--- config.mk ---
export PLATFORM = sky130hd
export DESIGN_NAME = mfp_top
export DESIGN_NICKNAME = d
export VERILOG_FILES = /design/src/source/mfp_pkg.sv /design/src/source/mfp_byte_fifo.sv /design/src/source/mfp_irq_ctrl.sv /design/src/source/mfp_regs.sv /design/src/source/mfp_timer.sv /design/src/source/mfp_top.sv
export VERILOG_INCLUDE_DIRS = /design/src /design/src/include
export SDC_FILE = /design/constraint.sdc
export NUM_CORES = 1
export LEC_CHECK = 0
export BUFFER_PORTS_ARGS = -buffer_cell sky130_fd_sc_hd__buf_2
export CORE_MARGIN = 2
export CORE_UTILIZATION = 63
export DETAILED_ROUTE_END_ITERATION = 7
export HOLD_SLACK_MARGIN = 0.06
export PLACE_DENSITY = 0.9
export REMOVE_ABC_BUFFERS = 1
export SKIP_LAST_GASP = 1
export SLEW_MARGIN = 15
export SYNTH_ARGS = -nofsm -noshare
export SYNTH_HDL_FRONTEND = slang
export SYNTH_HIERARCHICAL = 1
export SYNTH_SLANG_ARGS = --single-unit
--- constraint.sdc ---
create_clock -name iack -period 3.9 [get_ports iack]
set_input_delay 0.78 -clock iack [delete_from_list [all_inputs] [get_ports iack]]
set_output_delay 0.78 -clock iack [all_outputs]
set_load 0.005 [all_outputs]
--- src/include/mfp_macros.svh ---
`ifndef MFP_MACROS_SVH
`define MFP_MACROS_SVH

// entries per uart fifo, both directions
`define MFP_FIFO_DEPTH 4

// register address width on the cpu bus
`define MFP_ADDR_W 5

// interrupt sources handled by the controller
// split into an A half (15:8) and a B half (7:0)
`define MFP_NUM_IRQ 16

`endif

--- src/source/mfp_pkg.sv ---
`include "mfp_macros.svh"

package mfp_pkg;

	// cpu visible register map
	typedef enum logic [`MFP_ADDR_W-1:0] {
		GPIP  = 5'h00, AER   = 5'h01, DDR   = 5'h02,
		IERA  = 5'h03, IERB  = 5'h04, IPRA  = 5'h05, IPRB  = 5'h06,
		ISRA  = 5'h07, ISRB  = 5'h08, IMRA  = 5'h09, IMRB  = 5'h0A,
		VR    = 5'h0B,
		TACR  = 5'h0C, TBCR  = 5'h0D, TCDCR = 5'h0E,
		TADR  = 5'h0F, TBDR  = 5'h10, TCDR  = 5'h11, TDDR  = 5'h12,
		SCR   = 5'h13, UCR   = 5'h14, RSR   = 5'h15, TSR   = 5'h16,
		UDR   = 5'h17
	} mfp_reg_e;

	// timer control field, stop or delay mode with prescaler
	typedef enum logic [2:0] {
		TM_STOP, TM_DIV4, TM_DIV10, TM_DIV16,
		TM_DIV50, TM_DIV64, TM_DIV100, TM_DIV200
	} timer_mode_e;

	// bit position of each source in IER/IPR/ISR/IMR
	// higher number wins arbitration
	typedef enum logic [3:0] {
		IRQ_GPIO0, IRQ_GPIO1, IRQ_GPIO2, IRQ_GPIO3,
		IRQ_TIMER_D, IRQ_TIMER_C, IRQ_GPIO4, IRQ_GPIO5,
		IRQ_TIMER_B, IRQ_TX_ERR, IRQ_TX_EMPTY, IRQ_RX_ERR,
		IRQ_RX_FULL, IRQ_TIMER_A, IRQ_GPIO6, IRQ_GPIO7
	} irq_src_e;

endpackage

--- src/source/mfp_byte_fifo.sv ---
`timescale 1ns/1ps

module mfp_byte_fifo #(
	parameter int DEPTH = 4
) (
	input  logic       iack,
	input  logic       reset,
	input  logic       push_i,
	input  logic [7:0] data_i,
	input  logic       pop_i,
	output logic [7:0] data_o,
	output logic       full_o,
	output logic       avail_o
);
	localparam int AW = (DEPTH > 1) ? $clog2(DEPTH) : 1;

	logic [7:0]    mem [DEPTH];
	logic [AW-1:0] wr_ptr;
	logic [AW-1:0] rd_ptr;
	logic [AW:0]   count;
	logic          do_push;
	logic          do_pop;

	// push while full is dropped, pop while empty is ignored
	assign do_push = push_i && !full_o;
	assign do_pop  = pop_i && avail_o;

	assign full_o  = (count == (AW+1)'(DEPTH));
	assign avail_o = (count != '0);
	// head byte, zero when nothing is stored
	assign data_o  = avail_o ? mem[rd_ptr] : 8'h00;

	always_ff @(posedge iack) begin
		if (do_push)
			mem[wr_ptr] <= data_i;
	end

	always_ff @(posedge iack) begin
		if (reset) begin
			wr_ptr <= '0;
			rd_ptr <= '0;
			count  <= '0;
		end else begin
			// pointers wrap at DEPTH, which need not be a power of two
			if (do_push)
				wr_ptr <= (wr_ptr == AW'(DEPTH - 1)) ? '0 : wr_ptr + 1'b1;
			if (do_pop)
				rd_ptr <= (rd_ptr == AW'(DEPTH - 1)) ? '0 : rd_ptr + 1'b1;
			if (do_push && !do_pop)
				count <= count + 1'b1;
			else if (do_pop && !do_push)
				count <= count - 1'b1;
		end
	end

endmodule

--- src/source/mfp_irq_ctrl.sv ---
`timescale 1ns/1ps
`include "mfp_macros.svh"

module mfp_irq_ctrl (
	input  logic                    iack,
	input  logic                    reset,
	input  logic [`MFP_NUM_IRQ-1:0] src_i,
	input  logic [`MFP_NUM_IRQ-1:0] ier_i,
	input  logic [`MFP_NUM_IRQ-1:0] imr_i,
	input  logic [7:0]              vr_i,
	input  logic [`MFP_NUM_IRQ-1:0] ipr_clear_i,
	input  logic [`MFP_NUM_IRQ-1:0] isr_clear_i,
	input  logic                    int_ack_i,
	output logic [`MFP_NUM_IRQ-1:0] ipr_o,
	output logic [`MFP_NUM_IRQ-1:0] isr_o,
	output logic [7:0]              vector_o,
	output logic                    irq_o
);
	import mfp_pkg::*;

	logic [`MFP_NUM_IRQ-1:0] src_q;
	logic [`MFP_NUM_IRQ-1:0] edge_set;
	logic [`MFP_NUM_IRQ-1:0] masked;
	logic [`MFP_NUM_IRQ-1:0] ack_clr;
	logic [`MFP_NUM_IRQ-1:0] ack_set;
	logic                    ack_q;
	logic                    ack_edge;
	logic                    pend_any;
	logic                    isr_any;
	irq_src_e                pend_num;
	irq_src_e                isr_num;

	// number of the highest set bit, 0 when none is set
	function automatic irq_src_e top_bit(input logic [`MFP_NUM_IRQ-1:0] v);
		irq_src_e n;
		n = IRQ_GPIO0;
		for (int i = 0; i < `MFP_NUM_IRQ; i++) begin
			if (v[i])
				n = irq_src_e'(i);
		end
		return n;
	endfunction

	// rising edge of each source level, only for enabled sources
	assign edge_set = src_i & ~src_q & ier_i;

	assign masked   = ipr_o & imr_i;
	assign pend_any = |masked;
	assign isr_any  = |isr_o;
	assign pend_num = top_bit(masked);
	assign isr_num  = top_bit(isr_o);

	// request only above the level currently in service
	assign irq_o = pend_any && (!isr_any || (pend_num > isr_num));

	assign ack_edge = int_ack_i && !ack_q;

	// winner leaves IPR, enters ISR only with the S bit set
	always_comb begin
		ack_clr = '0;
		if (ack_edge && pend_any)
			ack_clr[pend_num] = 1'b1;
		ack_set = vr_i[3] ? ack_clr : '0;
	end

	always_ff @(posedge iack) begin
		if (reset) begin
			src_q    <= '0;
			ack_q    <= 1'b0;
			ipr_o    <= '0;
			isr_o    <= '0;
			vector_o <= '0;
		end else begin
			src_q <= src_i;
			ack_q <= int_ack_i;
			// a new edge in the same cycle beats a clear
			ipr_o <= (ipr_o & ~ipr_clear_i & ~ack_clr) | edge_set;
			isr_o <= (isr_o & ~isr_clear_i) | ack_set;
			// held for the rest of the acknowledge
			if (ack_edge)
				vector_o <= {vr_i[7:4], pend_num};
		end
	end

endmodule

--- src/source/mfp_regs.sv ---
`timescale 1ns/1ps
`include "mfp_macros.svh"

module mfp_regs (
	input  logic                     iack,
	input  logic                     reset,
	input  logic                     sel_i,
	input  logic                     ds_n_i,
	input  logic                     rw_i,
	input  mfp_pkg::mfp_reg_e        addr_i,
	input  logic [7:0]               din_i,
	input  logic                     int_ack_i,
	input  logic [7:0]               gpio_i,
	input  logic [`MFP_NUM_IRQ-1:0]  ipr_i,
	input  logic [`MFP_NUM_IRQ-1:0]  isr_i,
	input  logic [7:0]               vector_i,
	input  logic [3:0][7:0]          tmr_dat_i,
	input  logic [7:0]               rx_data_i,
	input  logic                     rx_avail_i,
	input  logic                     tx_full_i,
	output logic [7:0]               dout_o,
	output logic [7:0]               aer_o,
	output logic [`MFP_NUM_IRQ-1:0]  ier_o,
	output logic [`MFP_NUM_IRQ-1:0]  imr_o,
	output logic [7:0]               vr_o,
	output logic [`MFP_NUM_IRQ-1:0]  ipr_clear_o,
	output logic [`MFP_NUM_IRQ-1:0]  isr_clear_o,
	output logic [3:0]               tmr_ctrl_we_o,
	output mfp_pkg::timer_mode_e     tmr_mode_o [4],
	output logic [3:0]               tmr_dat_we_o,
	output logic [7:0]               tmr_dat_o,
	output logic                     tx_push_o,
	output logic                     rx_pop_o
);
	import mfp_pkg::*;

	logic       access;
	logic       access_q;
	logic       first;
	logic       wr;
	logic       rd;
	logic [7:0] gpip;
	logic [7:0] ddr;
	logic [7:0] scr;
	logic [7:1] ucr;
	logic [1:0] rsr_ctrl;
	logic [3:0] tsr_ctrl;

	assign access = sel_i && !ds_n_i;
	// only the first cycle of a held strobe acts
	assign first  = access && !access_q;
	assign wr     = first && !rw_i;
	// read data is shown for the whole access
	assign rd     = access && rw_i;

	always_ff @(posedge iack) begin
		if (reset)
			access_q <= 1'b0;
		else
			access_q <= access;
	end

	always_ff @(posedge iack) begin
		if (reset) begin
			gpip     <= '0;
			aer_o    <= '0;
			ddr      <= '0;
			ier_o    <= '0;
			imr_o    <= '0;
			vr_o     <= '0;
			scr      <= '0;
			ucr      <= '0;
			rsr_ctrl <= '0;
			tsr_ctrl <= '0;
			for (int t = 0; t < 4; t++)
				tmr_mode_o[t] <= TM_STOP;
		end else if (wr) begin
			case (addr_i)
				GPIP:  gpip <= din_i;
				AER:   aer_o <= din_i;
				DDR:   ddr <= din_i;
				IERA:  ier_o[15:8] <= din_i;
				IERB:  ier_o[7:0] <= din_i;
				IMRA:  imr_o[15:8] <= din_i;
				IMRB:  imr_o[7:0] <= din_i;
				VR:    vr_o <= din_i;
				TACR:  tmr_mode_o[0] <= timer_mode_e'(din_i[2:0]);
				TBCR:  tmr_mode_o[1] <= timer_mode_e'(din_i[2:0]);
				// timer C in the upper nibble, timer D in the lower
				TCDCR: begin
					tmr_mode_o[2] <= timer_mode_e'(din_i[6:4]);
					tmr_mode_o[3] <= timer_mode_e'(din_i[2:0]);
				end
				// uart control is stored only
				SCR:   scr <= din_i;
				UCR:   ucr <= din_i[7:1];
				RSR:   rsr_ctrl <= din_i[1:0];
				TSR:   tsr_ctrl <= din_i[3:0];
				default: ;
			endcase
		end
	end

	// zero data bits clear IPR/ISR, disabling a source also drops its pending bit
	always_comb begin
		ipr_clear_o = '0;
		isr_clear_o = '0;
		if (wr) begin
			case (addr_i)
				IERA, IPRA: ipr_clear_o[15:8] = ~din_i;
				IERB, IPRB: ipr_clear_o[7:0] = ~din_i;
				ISRA:       isr_clear_o[15:8] = ~din_i;
				ISRB:       isr_clear_o[7:0] = ~din_i;
				default: ;
			endcase
		end
	end

	// timer strobes, index 0..3 is timer A..D
	assign tmr_ctrl_we_o[0] = wr && (addr_i == TACR);
	assign tmr_ctrl_we_o[1] = wr && (addr_i == TBCR);
	assign tmr_ctrl_we_o[2] = wr && (addr_i == TCDCR);
	assign tmr_ctrl_we_o[3] = wr && (addr_i == TCDCR);
	assign tmr_dat_we_o[0]  = wr && (addr_i == TADR);
	assign tmr_dat_we_o[1]  = wr && (addr_i == TBDR);
	assign tmr_dat_we_o[2]  = wr && (addr_i == TCDR);
	assign tmr_dat_we_o[3]  = wr && (addr_i == TDDR);
	assign tmr_dat_o        = din_i;

	// uart data register feeds the out fifo and drains the in fifo
	assign tx_push_o = wr && (addr_i == UDR);
	assign rx_pop_o  = first && rw_i && (addr_i == UDR) && rx_avail_i;

	always_comb begin
		dout_o = 8'h00;
		if (rd) begin
			case (addr_i)
				// pins where DDR is 0, written bits where it is 1
				GPIP:  dout_o = (gpio_i & ~ddr) | (gpip & ddr);
				AER:   dout_o = aer_o;
				DDR:   dout_o = ddr;
				IERA:  dout_o = ier_o[15:8];
				IERB:  dout_o = ier_o[7:0];
				IPRA:  dout_o = ipr_i[15:8];
				IPRB:  dout_o = ipr_i[7:0];
				ISRA:  dout_o = isr_i[15:8];
				ISRB:  dout_o = isr_i[7:0];
				IMRA:  dout_o = imr_o[15:8];
				IMRB:  dout_o = imr_o[7:0];
				VR:    dout_o = vr_o;
				TACR:  dout_o = {5'b0, tmr_mode_o[0]};
				TBCR:  dout_o = {5'b0, tmr_mode_o[1]};
				TCDCR: dout_o = {1'b0, tmr_mode_o[2], 1'b0, tmr_mode_o[3]};
				TADR:  dout_o = tmr_dat_i[0];
				TBDR:  dout_o = tmr_dat_i[1];
				TCDR:  dout_o = tmr_dat_i[2];
				TDDR:  dout_o = tmr_dat_i[3];
				SCR:   dout_o = scr;
				UCR:   dout_o = {ucr, 1'b0};
				// bit 7 is buffer full, i.e. in fifo holds data
				RSR:   dout_o = {rx_avail_i, 5'b0, rsr_ctrl};
				// bit 7 is buffer empty, reported while the out fifo has room
				TSR:   dout_o = {~tx_full_i, 3'b0, tsr_ctrl};
				UDR:   dout_o = rx_data_i;
				default: dout_o = 8'h00;
			endcase
		end else if (int_ack_i) begin
			dout_o = vector_i;
		end
	end

endmodule

--- src/source/mfp_timer.sv ---
`timescale 1ns/1ps

module mfp_timer (
	input  logic                iack,
	input  logic                reset,
	input  logic                ctrl_we_i,
	input  mfp_pkg::timer_mode_e mode_i,
	input  logic                dat_we_i,
	input  logic [7:0]          dat_i,
	output logic [7:0]          dat_o,
	output logic                done_o
);
	import mfp_pkg::*;

	logic [7:0] presc;
	logic [7:0] presc_cnt;
	logic [7:0] reload;
	logic       running;
	logic       tick;

	// prescale factor for each delay mode
	always_comb begin
		case (mode_i)
			TM_DIV4:   presc = 8'd4;
			TM_DIV10:  presc = 8'd10;
			TM_DIV16:  presc = 8'd16;
			TM_DIV50:  presc = 8'd50;
			TM_DIV64:  presc = 8'd64;
			TM_DIV100: presc = 8'd100;
			TM_DIV200: presc = 8'd200;
			default:   presc = 8'd1;
		endcase
	end

	assign running = (mode_i != TM_STOP);
	// one tick per prescale period
	assign tick    = running && (presc_cnt == presc - 8'd1);

	always_ff @(posedge iack) begin
		if (reset) begin
			presc_cnt <= '0;
			reload    <= '0;
			dat_o     <= '0;
			done_o    <= 1'b0;
		end else begin
			done_o <= 1'b0;

			// a control write restarts the prescaler
			if (ctrl_we_i || !running)
				presc_cnt <= '0;
			else
				presc_cnt <= tick ? 8'd0 : presc_cnt + 8'd1;

			// data write while running only changes the reload value
			if (dat_we_i) begin
				reload <= dat_i;
				if (!running)
					dat_o <= dat_i;
			end else if (tick) begin
				if (dat_o == 8'd1) begin
					dat_o  <= reload;
					done_o <= 1'b1;
				end else begin
					// count of 0 wraps to 255, so a reload of 0 gives 256 ticks
					dat_o <= dat_o - 8'd1;
				end
			end
		end
	end

endmodule

--- src/source/mfp_top.sv ---
`timescale 1ns/1ps
`include "mfp_macros.svh"

module mfp_top (
	input  logic       iack,
	input  logic       reset,
	input  logic [7:0] din_i,
	input  logic       sel_i,
	input  logic [4:0] addr_i,
	input  logic       ds_n_i,
	input  logic       rw_i,
	input  logic       int_ack_i,
	input  logic       serial_strobe_out_i,
	input  logic       serial_strobe_in_i,
	input  logic [7:0] serial_data_in_i,
	input  logic [7:0] gpio_i,
	output logic [7:0] dout_o,
	output logic       irq_o,
	output logic       serial_data_out_available_o,
	output logic [7:0] serial_data_out_o,
	output logic       serial_data_in_full_o
);
	import mfp_pkg::*;

	logic [7:0]              aer;
	logic [7:0]              vr;
	logic [7:0]              vector;
	logic [`MFP_NUM_IRQ-1:0] ier;
	logic [`MFP_NUM_IRQ-1:0] imr;
	logic [`MFP_NUM_IRQ-1:0] ipr;
	logic [`MFP_NUM_IRQ-1:0] isr;
	logic [`MFP_NUM_IRQ-1:0] ipr_clear;
	logic [`MFP_NUM_IRQ-1:0] isr_clear;
	logic [`MFP_NUM_IRQ-1:0] src;
	logic [3:0]              tmr_ctrl_we;
	logic [3:0]              tmr_dat_we;
	logic [7:0]              tmr_dat;
	logic [3:0][7:0]         tmr_cnt;
	logic [3:0]              tmr_done;
	timer_mode_e             tmr_mode [4];
	logic [7:0]              gpio_lvl;
	logic [7:0]              rx_data;
	logic                    rx_avail;
	logic                    rx_pop;
	logic                    tx_push;
	logic                    tx_full;

	// active edge becomes a rising edge of the level
	assign gpio_lvl = gpio_i ^ ~aer;

	always_comb begin
		src = '0;
		src[IRQ_GPIO0]    = gpio_lvl[0];
		src[IRQ_GPIO1]    = gpio_lvl[1];
		src[IRQ_GPIO2]    = gpio_lvl[2];
		src[IRQ_GPIO3]    = gpio_lvl[3];
		src[IRQ_GPIO4]    = gpio_lvl[4];
		src[IRQ_GPIO5]    = gpio_lvl[5];
		src[IRQ_GPIO6]    = gpio_lvl[6];
		src[IRQ_GPIO7]    = gpio_lvl[7];
		src[IRQ_TIMER_A]  = tmr_done[0];
		src[IRQ_TIMER_B]  = tmr_done[1];
		src[IRQ_TIMER_C]  = tmr_done[2];
		src[IRQ_TIMER_D]  = tmr_done[3];
		// no serial errors are modelled, RX_ERR and TX_ERR stay low
		src[IRQ_RX_FULL]  = rx_avail;
		src[IRQ_TX_EMPTY] = ~tx_full;
	end

	mfp_regs u_regs (
		.iack(iack), .reset(reset),
		.sel_i(sel_i), .ds_n_i(ds_n_i), .rw_i(rw_i),
		.addr_i(mfp_reg_e'(addr_i)), .din_i(din_i), .int_ack_i(int_ack_i),
		.gpio_i(gpio_i), .ipr_i(ipr), .isr_i(isr), .vector_i(vector),
		.tmr_dat_i(tmr_cnt), .rx_data_i(rx_data), .rx_avail_i(rx_avail),
		.tx_full_i(tx_full), .dout_o(dout_o), .aer_o(aer),
		.ier_o(ier), .imr_o(imr), .vr_o(vr),
		.ipr_clear_o(ipr_clear), .isr_clear_o(isr_clear),
		.tmr_ctrl_we_o(tmr_ctrl_we), .tmr_mode_o(tmr_mode),
		.tmr_dat_we_o(tmr_dat_we), .tmr_dat_o(tmr_dat),
		.tx_push_o(tx_push), .rx_pop_o(rx_pop)
	);

	mfp_irq_ctrl u_irq (
		.iack(iack), .reset(reset),
		.src_i(src), .ier_i(ier), .imr_i(imr), .vr_i(vr),
		.ipr_clear_i(ipr_clear), .isr_clear_i(isr_clear),
		.int_ack_i(int_ack_i), .ipr_o(ipr), .isr_o(isr),
		.vector_o(vector), .irq_o(irq_o)
	);

	// timers A to D
	for (genvar t = 0; t < 4; t++) begin : g_timer
		mfp_timer u_timer (
			.iack(iack), .reset(reset),
			.ctrl_we_i(tmr_ctrl_we[t]), .mode_i(tmr_mode[t]),
			.dat_we_i(tmr_dat_we[t]), .dat_i(tmr_dat),
			.dat_o(tmr_cnt[t]), .done_o(tmr_done[t])
		);
	end

	// cpu to io controller
	mfp_byte_fifo #(.DEPTH(`MFP_FIFO_DEPTH)) u_out_fifo (
		.iack(iack), .reset(reset),
		.push_i(tx_push), .data_i(din_i), .pop_i(serial_strobe_out_i),
		.data_o(serial_data_out_o), .full_o(tx_full),
		.avail_o(serial_data_out_available_o)
	);

	// io controller to cpu
	mfp_byte_fifo #(.DEPTH(`MFP_FIFO_DEPTH)) u_in_fifo (
		.iack(iack), .reset(reset),
		.push_i(serial_strobe_in_i), .data_i(serial_data_in_i), .pop_i(rx_pop),
		.data_o(rx_data), .full_o(serial_data_in_full_o), .avail_o(rx_avail)
	);

endmodule

==> results.tsv <==
metric	value	unit
status	finished clean	
share of layout cells above drive strength 1	15.8	%
R2R cell count	11	
Inserted Clock Buffers	36	
antenna violations before repair	1	
Die ar.	31200	µm²
worst r2r src	u_regs/access_q	
adder-cell share of the synthesized area	2.08	%
post-route ant nets	0	
Die Ht	177	µm
Fin Setup TNS	0	ps
unrepaired setup endpoints after global routing	false	
#FFs+latches synth	337	
Slew Viols, Final	0	
Die Wd	177	µm
Hold Fails Final Rpt	0	
average size of a mapped cell	9.10	µm²
Placed Area	19200	µm²
most used cell along the critical path	o21a_1	
actual slew at the worst max-slew pin	947	ps
Clock transition at path regs	60	ps
WP data required	3120	ps
final-stage net count	2144	
Critical R2R Capture	u_out_fifo/count[2]	
num ports	56	
Synth Area in XOR/XNOR	2.61	%
Root Buffer	clkbuf_16	
slew margin rel.	36.8	%
asr flop ratio synth	0	%
Critical Path Max Stage Delay	380	ps
post-synthesis compound-gate area fraction	16.9	%
hold wc startpoint	u_regs/ucr[5]	
maximum clock path buffer count	3	
Fin Hold WS	455	ps
post-route design area	20500	µm²
leading area contributor after synthesis	dfxtp_1	
post-synthesis cell count	2061	
Final Instance Count excl. Fillers	2494	
startpoint types	flip-flop	
Most used DFF post-synth	dfxtp_1	
min-delay worst type	reg2reg	
first-pass GRT wire length	94900	µm
clock latency on the worst-skew pair	520	ps
Rows	63	
hold depth	2	
worst path bufs/invs	1	
pwr/cell area	407	nW/µm²
post-synth top area share	29.1	%
largest net degree at the start of global routing	89	
Total GRT Usage	39.5	%
Period minus WS final	3770	ps
CP top delay family	compound AO/OA/AOI/OAI gates	
per-cell routed wire length	25.1	µm
mux share of post-synthesis cell area	8.18	%
critical path cell sequence	and2_1 -> a311o_1 -> o211ai_2 -> a31oi_4 -> ha_1 -> nor2b_1 -> o21a_1 -> o21a_1 -> o21ai_0 -> a21oi_1 -> buf_2	
via count	17290	
Max Cap Violations	0	
Final Power	8.33	mW
commonest cells in the netlist	273 x dfxtp_1, 240 x nand2_1, 154 x nor2_1	
Max Freq	265	MHz
DRT Pass-1 Iters	7	
Leak	7.44	nW
simple-gate share of the synthesized area	25.0	%
worst hold endpoint	u_regs/ucr[5]	
top cells by area, synth	dfxtp_1 29%, edfxtp_1 10%, nand2_1 4.8%, mux2i_1 4.7%, nor2_1 3.1%	
Tcrit/Tclk final	96.7	%
number of synthesized flops with an enable pin	64	
Seq/Total Area, Yosys	39.4	%
flop2flop setup slack	880	ps
Clock Skews	19.9	ps
DRT Wirelength	62700	µm
H-tree levels	2	
crit path max-delay cell type	dfxtp_1	
Area Overhead vs Synth	9.18	%
Yosys cell types	122	
# clock sinks	337	
TritonCTS clock tree	built	
vias in the first global route	16381	
main combinational cell family by area after synthesis	simple AND/OR/NAND/NOR gates	
CP max FO	5	
count leader, synth	dfxtp_1	
Final setup violation count	0	
Post-DP HPWL	43800	µm
routed vias/inst	6.93	
gr ovfl total	0	
DRT iter0 DRCs	2471	
Buffers on Ports	55	
Synth Cell Area	18800	µm²
Crit path arrival time	2990	ps
peak supply drop	0.331	mV
placed insts	2428	
remaining routing DRC violations	0	
crit path capture type	primary output	
core area	29500	µm²
gp weighted congestion	1.06	
Yosys warning total	6	
kind of critical path	reg2out	
Starting Density	63.6	%
==> final cells by class <==
class | instances | area, µm²
flip-flops and latches | 337 | 7390
multi-input cells | 1527 | 10300
clock inverters | 20 | 305
repair buffers | 116 | 777
inverters | 59 | 231
fillers | 2259 | 9000
clock buffers | 44 | 972
well taps | 390 | 488
diodes | 1 | 2.50
==> state kept, by name (all words and copies together) (netlist names), 4 cells and up, named ones only <==
signal / count
u_regs/scr: 8
u_regs/tmr_mode_o: 12
u_regs/tsr_ctrl: 4
u_regs/imr_o: 16
u_regs/ucr: 7
u_irq/vector_o: 8
g_timer.u_timer/presc_cnt: 32
u_regs/ier_o: 16
u_out_fifo/mem: 32
u_regs/aer_o: 8
u_irq/isr_o: 16
u_regs/ddr: 8
g_timer.u_timer/done_o: 4
g_timer.u_timer/dat_o: 32
u_regs/gpip: 8
g_timer.u_timer/reload: 32
u_in_fifo/mem: 32
u_irq/src_q: 16
u_irq/ipr_o: 16
u_regs/vr_o: 8
==> worst max path at each step <==
stage / end / depth (start not counted) / start
finish: irq_o / 11 / u_regs/imr_o[6]
global route: irq_o / 11 / u_irq/ipr_o[5]
CTS: irq_o / 11 / u_irq/ipr_o[5]
detailed placement: dout_o[5] / 8 / addr_i[3]
global placement: dout_o[1] / 8 / addr_i[3]
floorplan: g_timer[0].u_timer/dat_o[1] / 6 / rw_i
==> where the power goes <==
group	internal, mW	switching, mW
clock	2.30	1.41
combinational	0.348	0.543
sequential	3.63	0.0923
total	6.28	2.05
==> timing repair <==
action                     CTS  global route
hold buffers                 0             0
setup endpoints to repair    1             1
pin swaps                    0             2
buffers inserted             0             1
resized for setup            4             4
==> routing by layer <==
layer	up-vias	track usage (%)	part of all wire, %
li1	7574	-	-
met1	8292	52.0	39
met2	1184	63.4	46
met3	240	7.04	10
met4	0	18.3	5.0
met5	-	0	0
==> tightest hold or removal path, delay by kind of cell (launching register included) <==
| family | cells | cell delay (ps) |
|---|---|---|
| AO/OA/AOI/OAI | 1 | 50 |
| flip-flops | 1 | 310 |
| AND/OR/NAND/NOR | 1 | 50 |
==> cells in the final DEF (no fill, tap or decap), types with 10 or more instances in the layout <==
cell | Yosys | final
dfxtp_1 | 273 | 271
nor3b_1 | 21 | 21
nor2_1 | 154 | 153
a31oi_1 | 27 | 26
or3_1 | 10 | 10
ha_1 | 28 | 28
and3_2 | 13 | 13
nand2_1 | 240 | 240
mux2i_1 | 88 | 88
buf_4 | 22 | 58
nand3b_1 | 11 | 11
a32o_1 | 11 | 11
a211oi_1 | 20 | 20
edfxtp_1 | 64 | 64
a32oi_1 | 17 | 17
buf_2 | 29 | 54
xor2_1 | 22 | 22
o31ai_1 | 16 | 16
nor2b_1 | 55 | 55
a21oi_1 | 114 | 114
nand2b_1 | 16 | 16
mux2_2 | 24 | 24
xnor2_1 | 34 | 34
nand3_1 | 109 | 109
nor3_1 | 90 | 88
a311oi_1 | 12 | 12
clkbuf_16 | 0 | 37
nand4_1 | 17 | 17
o21ai_0 | 45 | 43
mux4_2 | 17 | 17
inv_1 | 54 | 54
nor4_1 | 29 | 29
a22oi_1 | 19 | 19
and3_1 | 19 | 19
and2_1 | 13 | 13
==> per-stage QoR <==
step / utilization (%) / worst slack, ps
floorplan: - / -734
global placement: 65.0 / 332
detailed placement: 65.0 / 299
CTS: 69.4 / 7.20
global route: 69.5 / 16.1
finish: 69.5 / 129
==> logic make-up (layout without fill, tap and decap cells) <==
group | count (synthesis) | after routing
XOR/XNOR | 56 | 56
other | 1 | 3
AO/OA/AOI/OAI | 426 | 426
adder cells (fa/ha/maj) | 30 | 30
multiplexers | 129 | 129
buffers and inverters | 198 | 239
flip-flops | 337 | 337
AND/OR/NAND/NOR | 884 | 884
Note: power is estimated with default switching activity, not from simulation.
